File: src/hw/dino_pkg.sv
package dino_pkg;

	// Screen coordinates and game counts
	typedef logic [8:0] x_t;
	typedef logic [7:0] y_t;
	typedef logic signed [9:0] vel_t; // Negative is upward
	typedef logic [15:0] score_t;

	localparam x_t XSCREEN = 9'd320;
	localparam int TICK_DIV = 16; // Clock cycles per game tick

	// Runner placement and hit box
	localparam x_t DINO_X = 9'd52;
	localparam y_t GROUND_Y = 8'd109;
	localparam x_t DINO_X_OFS = 9'd6;
	localparam x_t DINO_W = 9'd20;
	localparam y_t STAND_TOP_OFS = 8'd2;
	localparam y_t STAND_H = 8'd28;
	localparam y_t DUCK_TOP_OFS = 8'd16; // Head drops when ducking
	localparam y_t DUCK_H = 8'd16;

	// Jump physics, in pixels per tick
	localparam vel_t JUMP_FORCE = 10'sd12;
	localparam vel_t GRAVITY = 10'sd1;
	localparam int DUCK_TICKS = 24;

	// Obstacle geometry and motion
	localparam x_t OBS_W = 9'd16;
	localparam y_t OBS_H = 8'd16;
	localparam x_t OBS_STEP = 9'd3;
	localparam x_t OBS_X_INIT = 9'd304;
	localparam y_t GROUND_LANE_Y = 8'd118;
	localparam y_t HIGH_LANE_Y = 8'd100; // Clears a ducking runner

	// Respawn offset range and LFSR start
	localparam int RESPAWN_SPAN = 100;
	localparam logic [15:0] LFSR_SEED = 16'hACE1;

endpackage

File: src/hw/hitbox_if.sv
`timescale 1ns/1ps

// Edges of one object's collision box, in screen pixels
interface hitbox_if import dino_pkg::*; ();

	x_t left;
	x_t right;
	y_t top;
	y_t bottom;

	modport source (
		output left, right, top, bottom
	);

	modport sink (
		input left, right, top, bottom
	);

endinterface

File: src/hw/dino_runner.sv
`timescale 1ns/1ps

module dino_runner import dino_pkg::*; (
	input  logic Clock,
	input  logic rst_n,
	input  logic i_tick,
	input  logic i_jump,
	input  logic i_duck,
	input  logic i_restart,
	input  logic i_game_over,
	output y_t   o_y,
	output logic o_ducking,
	hitbox_if.source box
);

	typedef enum logic {S_GROUND, S_AIR} run_state_t;

	run_state_t state;
	vel_t vel;
	y_t y;
	logic [4:0] duck_cnt;
	logic jump_pend; // Key seen since the last tick
	logic ducking;
	logic start_jump;
	logic start_duck;
	logic signed [10:0] next_y;

	assign ducking = (duck_cnt != 5'd0);
	assign next_y = $signed({3'b000, y}) + vel;

	// Jump wins over a duck requested on the same cycle
	assign start_jump = i_tick && (state == S_GROUND) && !ducking && (jump_pend || i_jump);
	assign start_duck = i_duck && (state == S_GROUND) && !ducking && !start_jump;

	always_ff @(posedge Clock) begin
		if (!rst_n || i_restart) begin
			state <= S_GROUND;
			vel <= '0;
			y <= GROUND_Y;
			duck_cnt <= '0;
			jump_pend <= 1'b0;
		end else if (!i_game_over) begin
			if (i_tick)
				jump_pend <= 1'b0;
			else if (i_jump && state == S_GROUND && !ducking)
				jump_pend <= 1'b1;

			if (start_duck)
				duck_cnt <= 5'(DUCK_TICKS);
			else if (i_tick && ducking)
				duck_cnt <= duck_cnt - 5'd1;

			if (start_jump) begin
				state <= S_AIR;
				vel <= -JUMP_FORCE; // y moves from the following tick on
			end else if (i_tick && state == S_AIR) begin
				if (next_y >= $signed({3'b000, GROUND_Y})) begin
					y <= GROUND_Y; // Landed
					vel <= '0;
					state <= S_GROUND;
				end else begin
					y <= y_t'(next_y);
					vel <= vel + GRAVITY;
				end
			end
		end
	end

	assign o_y = y;
	assign o_ducking = ducking;

	// Fixed horizontal box, vertical box follows the posture
	assign box.left = DINO_X + DINO_X_OFS;
	assign box.right = DINO_X + DINO_X_OFS + DINO_W;
	assign box.top = y + (ducking ? DUCK_TOP_OFS : STAND_TOP_OFS);
	assign box.bottom = y + (ducking ? (DUCK_TOP_OFS + DUCK_H) : (STAND_TOP_OFS + STAND_H));

endmodule

File: src/hw/obstacle_lane.sv
`timescale 1ns/1ps

module obstacle_lane import dino_pkg::*; (
	input  logic Clock,
	input  logic rst_n,
	input  logic i_tick,
	input  logic i_respawn,
	input  logic i_restart,
	input  logic i_game_over,
	output x_t   o_x,
	output y_t   o_y,
	hitbox_if.source box
);

	logic [15:0] lfsr;
	logic feedback;
	x_t resp_ofs;
	x_t x;
	logic lane_high; // 0 ground lane, 1 high lane
	logic reload;
	y_t y;

	assign feedback = lfsr[15] ^ lfsr[14] ^ lfsr[12] ^ lfsr[3];

	// Free-running random source
	always_ff @(posedge Clock) begin
		if (!rst_n || i_restart)
			lfsr <= LFSR_SEED;
		else
			lfsr <= {lfsr[14:0], feedback};
	end

	// Offset 0 to 99 past the right screen edge
	always_ff @(posedge Clock) begin
		resp_ofs <= x_t'(lfsr[8:0] % RESPAWN_SPAN);
	end

	// Wrap at the left edge or respawn after a pass
	assign reload = i_respawn || (i_tick && x <= OBS_STEP);

	always_ff @(posedge Clock) begin
		if (!rst_n || i_restart) begin
			x <= OBS_X_INIT;
			lane_high <= 1'b0;
		end else if (!i_game_over) begin
			if (reload) begin
				x <= XSCREEN - OBS_W + resp_ofs;
				lane_high <= lfsr[15];
			end else if (i_tick) begin
				x <= x - OBS_STEP;
			end
		end
	end

	assign y = lane_high ? HIGH_LANE_Y : GROUND_LANE_Y;

	assign o_x = x;
	assign o_y = y;

	assign box.left = x;
	assign box.right = x + OBS_W;
	assign box.top = y;
	assign box.bottom = y + OBS_H;

endmodule

File: src/hw/game_referee.sv
`timescale 1ns/1ps

module game_referee import dino_pkg::*; (
	input  logic   Clock,
	input  logic   rst_n,
	input  logic   i_restart,
	hitbox_if.sink dino,
	hitbox_if.sink obs,
	output logic   o_game_over,
	output logic   o_respawn,
	output score_t o_score,
	output score_t o_high_score
);

	logic overlap;
	logic prev_overlap;
	x_t prev_left; // Obstacle left edge one cycle ago
	logic game_over;
	logic game_over_d;
	logic pass;
	score_t score;
	score_t high_score;

	// Boxes touch on both axes
	assign overlap = (dino.right >= obs.left) && (dino.left <= obs.right) &&
		(dino.bottom >= obs.top) && (dino.top <= obs.bottom);

	// Obstacle crossed the runner's position cleanly
	assign pass = (prev_left > DINO_X) && (obs.left <= DINO_X) &&
		!overlap && !prev_overlap && !game_over;

	always_ff @(posedge Clock) begin
		if (!rst_n || i_restart) begin
			prev_left <= '0;
			prev_overlap <= 1'b0;
			game_over <= 1'b0;
			game_over_d <= 1'b0;
			score <= '0;
			o_respawn <= 1'b0;
		end else begin
			prev_left <= obs.left;
			prev_overlap <= overlap;
			game_over_d <= game_over;
			o_respawn <= pass;
			if (overlap)
				game_over <= 1'b1; // Sticky until restart
			if (pass)
				score <= score + 16'd1;
		end
	end

	// Best round survives a restart
	always_ff @(posedge Clock) begin
		if (!rst_n)
			high_score <= '0;
		else if (game_over && !game_over_d && score > high_score)
			high_score <= score;
	end

	assign o_game_over = game_over;
	assign o_score = score;
	assign o_high_score = high_score;

endmodule

File: src/hw/dino_game_top.sv
`timescale 1ns/1ps

module dino_game_top import dino_pkg::*; (
	input  logic   Clock,
	input  logic   rst_n,
	input  logic   i_jump_key,
	input  logic   i_duck_key,
	input  logic   i_restart,
	output y_t     o_dino_y,
	output logic   o_dino_ducking,
	output x_t     o_obstacle_x,
	output y_t     o_obstacle_y,
	output logic   o_game_over,
	output score_t o_score,
	output score_t o_high_score
);

	logic [2:0] key_meta;
	logic [2:0] key_sync; // {restart, duck, jump}
	logic [$clog2(TICK_DIV)-1:0] tick_cnt;
	logic game_tick;
	logic game_over;
	logic respawn;

	hitbox_if dino_box ();
	hitbox_if obs_box ();

	// Two-flop synchronizers for the key levels
	always_ff @(posedge Clock) begin
		if (!rst_n) begin
			key_meta <= '0;
			key_sync <= '0;
		end else begin
			key_meta <= {i_restart, i_duck_key, i_jump_key};
			key_sync <= key_meta;
		end
	end

	// Game tick divider
	always_ff @(posedge Clock) begin
		if (!rst_n)
			tick_cnt <= '0;
		else if (tick_cnt == TICK_DIV - 1)
			tick_cnt <= '0;
		else
			tick_cnt <= tick_cnt + 1'b1;
	end

	assign game_tick = (tick_cnt == TICK_DIV - 1);

	dino_runner u_runner (
		.Clock       (Clock),
		.rst_n       (rst_n),
		.i_tick      (game_tick),
		.i_jump      (key_sync[0]),
		.i_duck      (key_sync[1]),
		.i_restart   (key_sync[2]),
		.i_game_over (game_over),
		.o_y         (o_dino_y),
		.o_ducking   (o_dino_ducking),
		.box         (dino_box.source)
	);

	obstacle_lane u_lane (
		.Clock       (Clock),
		.rst_n       (rst_n),
		.i_tick      (game_tick),
		.i_respawn   (respawn),
		.i_restart   (key_sync[2]),
		.i_game_over (game_over),
		.o_x         (o_obstacle_x),
		.o_y         (o_obstacle_y),
		.box         (obs_box.source)
	);

	game_referee u_referee (
		.Clock        (Clock),
		.rst_n        (rst_n),
		.i_restart    (key_sync[2]),
		.dino         (dino_box.sink),
		.obs          (obs_box.sink),
		.o_game_over  (game_over),
		.o_respawn    (respawn),
		.o_score      (o_score),
		.o_high_score (o_high_score)
	);

	assign o_game_over = game_over;

endmodule

File: config.mk
export PLATFORM = sky130hd
export DESIGN_NAME = dino_game_top
export DESIGN_NICKNAME = d
export VERILOG_FILES = /design/src/hw/dino_pkg.sv /design/src/hw/hitbox_if.sv /design/src/hw/dino_runner.sv /design/src/hw/obstacle_lane.sv /design/src/hw/game_referee.sv /design/src/hw/dino_game_top.sv
export SDC_FILE = /design/constraint.sdc
export NUM_CORES = 1
export LEC_CHECK = 0
export BUFFER_PORTS_ARGS = -buffer_cell sky130_fd_sc_hd__buf_4
export CAP_MARGIN = 10
export CORE_MARGIN = 2
export CORE_UTILIZATION = 50
export CTS_BUF_LIST = sky130_fd_sc_hd__clkbuf_4 sky130_fd_sc_hd__clkbuf_8
export CTS_CLUSTER_DIAMETER = 50
export CTS_CLUSTER_SIZE = 10
export DETAILED_ROUTE_END_ITERATION = 8
export MAX_ROUTING_LAYER = met4
export PLACE_DENSITY = 0.72
export SETUP_SLACK_MARGIN = 0.3
export SYNTH_ARGS = -nofsm -noshare
export SYNTH_HDL_FRONTEND = slang
export SYNTH_SLANG_ARGS = --single-unit
export TNS_END_PERCENT = 5
File: constraint.sdc
create_clock -name Clock -period 3.8 [get_ports Clock]
set_clock_uncertainty 0.05 [all_clocks]
set_input_delay 1.14 -clock Clock [delete_from_list [all_inputs] [get_ports Clock]]
set_output_delay 1.14 -clock Clock [all_outputs]
set_load 0.02 [all_outputs]
==> qor.yml <==
setup_path:
  crit_path_start_kind: "flop"
  crit_path_max_incr_delay_ns: 0.41
  path_cells: "inv_2 -> ha_4 -> nand2_2 -> or2_4 -> buf_6 -> ha_4 -> a31oi_4 -> nor2_1 -> xor2_1 -> ha_1 -> nand4_1 -> a21oi_1 -> a211oi_1 -> o21a_1 -> a2111o_1 -> or4_1 -> a21oi_1"
  required_ns: 4.12
  end_kind: "flop"
  cp.arrival_ns: 3.88
  path_class: "reg2reg"
  cp_max_fo: 5
  cpMaxStageDelayCell: "or4_1"
synth:
  ys_warn_count: 0
  synth.distinct_cells: 74
  synthMuxAreaShare_pct: 3.10
  synth-edff-count: 0
  synth_fa_ha_area_share_pct: 10.4
  ys_seq_elements: 115
  synth_ff_type: "dfxtp_1"
  synth_top_family_by_area: "compound AO/OA/AOI/OAI gates"
  synth_commonest_cells: "dfxtp_1 (115), nor2_1 (69), inv_1 (52)"
  yosysTopAreaCellShare_pct: 35.4
  synth_compound_area_share_pct: 21.4
  synth.most_common_cell: "dfxtp_1"
  synthSimpleGateAreaFrac_pct: 19.4
  syn_avg_cell_area_sq_um: 8.52
  async_flop_share_pct: 0
  synth.area.top_cells: "dfxtp_1 (35%), ha_1 (9.6%), nor2_1 (4.0%)"
  ys_seq_area_share_pct: 35.4
  synth_area_leader_cell: "dfxtp_1"
  synth_xor_area_share_pct: 4.44
  synth_cells: 764
  synthesis.area_sq_um: 6510
pwr:
  pwr-share-clk_pct: 48.5
  p_sw_share_pct: 23.0
  p_leak_nw: 3.15
  p_int_mw: 2.30
  power.switching_uw: 688
  combinationalPowerShare_pct: 8.6
  seqPwrFrac_pct: 42.9
  powerDensity_nw_per_um2: 382
  peakVddDrop_mv: 0.379
timing:
  worstMarginPinSlew_ns: 1.37
  rsz0062_at_grt: "yes"
  slew_viol_final: 0
  fmax_mhz: 281
  final_hold_viol_count: 0
  post-route-min-period_ns: 3.56
  slew_headroom_pct: 8.70
  finalCritPeriodShare_pct: 93.6
  setup-violations-final: 0
flow_run:
  drv_cap: 0
floorplanning:
  dieHeight_um: 118
  dieArea_sq_um: 13900
  coreArea_sq_um: 12700
  row_count: 41
  io_pins: 64
  die_width_um: 118
  initial_core_util_pct: 51.3
placed_design:
  place.port_buffers: 57
  place_area_sq_um: 7140
  dpl.hpwl_mm: 11.0
  place_congestion: 0.894
routing:
  drt_first_iter_violations: 251
  wirelength_mm: 15.8
  wl_per_cell_um: 15.7
  drc: 0
  ant_nets: 0
  viasPerCell: 5.75
  first_pass_iters: 5
  vias: 5806
clock_tree:
  cts_sinks: 115
  clkTransAtPathRegs_ns: 0.07
  numCtsBuffers: 17
  cts_root_buf: "clkbuf_8"
  h-tree-depth: 4
  cts_tree: "yes"
  cts_buffer_depth: 2
  clock_latency_ns: 0.45
final_layout:
  antenna_cells: 0
  drive_gt1_share_pct: 18.3
  fin_nets: 882
  fin_area_sq_um: 7810
  fin_util_pct: 61.6
  area_growth_pct: 20.1
  multi_input_area_sq_um: 4000
  regArea_sq_um: 2300
  nFillCells: 1095
global_routing:
  first_global_vias: 5474
  grt_overflow: 0
  grt_util_all_layers_pct: 23.6
  antenna_found_initial: 0
  grt_pass1_wl_mm: 26.3
  grt_max_degree: 37
run_status:
  outcome: "complete, no violations"
worst_hold_path:
  holdCritPathClass: "reg2reg"
## layout by cell type (no fill, tap or decap), drive strengths merged, types with 12 or more instances in the layout
cell    count
xnor2      24
dfxtp     115
and2       21
buf        77
nor2       69
clkbuf     19
nor2b      20
nand2b     15
nand3      15
a31oi      12
inv        52
a21oi      53
ha         50
a21o       12
nand2      42
o21a       12
a211oi     12
o21ai      34
nor3       13
mux2i      19
## repair_timing
| item | 4_1_cts | 5_1_grt |
|---|---|---|
| gates cloned | 0 | 1 |
| setup buffers | 7 | 1 |
| hold buffers | 0 | 0 |
| pin swaps | 14 | 10 |
| endpoints found under the hold margin | 0 | 0 |
| endpoints found under the setup margin | 12 | 43 |
| gates resized for setup | 13 | 13 |
## path summary, 6_finish.rpt
kind | end | startpoint | cells after the start | slack [ns]
max | u_referee.o_score[15] | u_runner.duck_cnt[1] | 17 | 0.24
min | u_lane.resp_ofs[1] | u_lane.lfsr[1] | 0 | 0.33
max reg2reg | u_referee.o_score[15] | u_runner.duck_cnt[1] | 17 | 0.24
min reg2reg | u_lane.resp_ofs[1] | u_lane.lfsr[1] | 0 | 0.33
## sequential cells by signal, indices dropped and copies added, names as in the netlist, 4 cells and up
| signal | cells |
|---|---|
| u_lane.lfsr | 16 |
| u_referee.o_high_score | 16 |
| u_referee.o_score | 16 |
| u_runner.vel | 10 |
| u_lane.box.left | 9 |
| u_lane.resp_ofs | 9 |
| u_referee.prev_left | 9 |
| u_runner.o_y | 8 |
| u_runner.duck_cnt | 5 |
| tick_cnt | 4 |
## metal layers
| metal | vias up | global-route usage (%) | routed length [um] |
|---|---|---|---|
| met5 | - | - | 0 |
| met4 | 0 | 7.30 | 235 |
| met3 | 29 | 5.67 | 770 |
| met2 | 161 | 39.2 | 7730 |
| met1 | 2775 | 28.4 | 7090 |
| li1 | 2841 | - | - |
## per-stage QoR
step | hold WS, ns | setup TNS, ns | total power [mW] | setup slack [ns] | std cells
2_1_floorplan | 0.294 | 0 | 1.49 | 0.293 | 768
3_3_place_gp | 0.310 | 0 | 1.54 | 0.220 | 969
3_5_place_dp | 0.315 | -0.0400 | 1.55 | -0.0400 | 969
4_1_cts | 0.331 | 0 | 3.00 | 0.238 | 1008
5_1_grt | 0.338 | 0 | 3.09 | 0.0676 | 1010
6_report | 0.332 | 0 | 2.99 | 0.241 | 1010
## kinds of logic (layout without fill, tap and decap cells)
group,count (synthesis),after routing
AOI/OAI and AO/OA,203,204
xor gates and xnor gates,33,33
adders and majority gates,53,53
buffers and inverters,92,161
DFF,115,115
muxes,20,20
other,2,6
and+or+nand+nor,246,246
## worst max-delay path: cells and delay by family, from the launching register on
family | cells | cell delay, ns
compound gates | 6 | 1.12
xor+xnor | 1 | 0.15
fa+ha+maj | 3 | 0.71
buf+inv | 2 | 0.20
flops | 1 | 0.33
simple gates | 5 | 0.92
## power by group through the flow
stage               Sequential [mW]  Combinational [mW]  Clock, mW
floorplan                      1.29               0.200          0
global placement               1.30               0.234          0
detailed placement             1.31               0.245          0
CTS                            1.28               0.251       1.47
global route                   1.29               0.290       1.52
finish                         1.28               0.258       1.45
## layout make-up
| type | count | area share [%] |
|---|---|---|
| clock buffer | 19 | 3.27 |
| multi-input combinational | 562 | 51.2 |
| tap | 172 | 2.76 |
| timing repair buffer | 77 | 7.50 |
| clock inverter | 13 | 3.27 |
| inverter | 52 | 2.53 |
| sequential | 115 | 29.5 |
No activity file was read; power rests on OpenSTA's default activity.
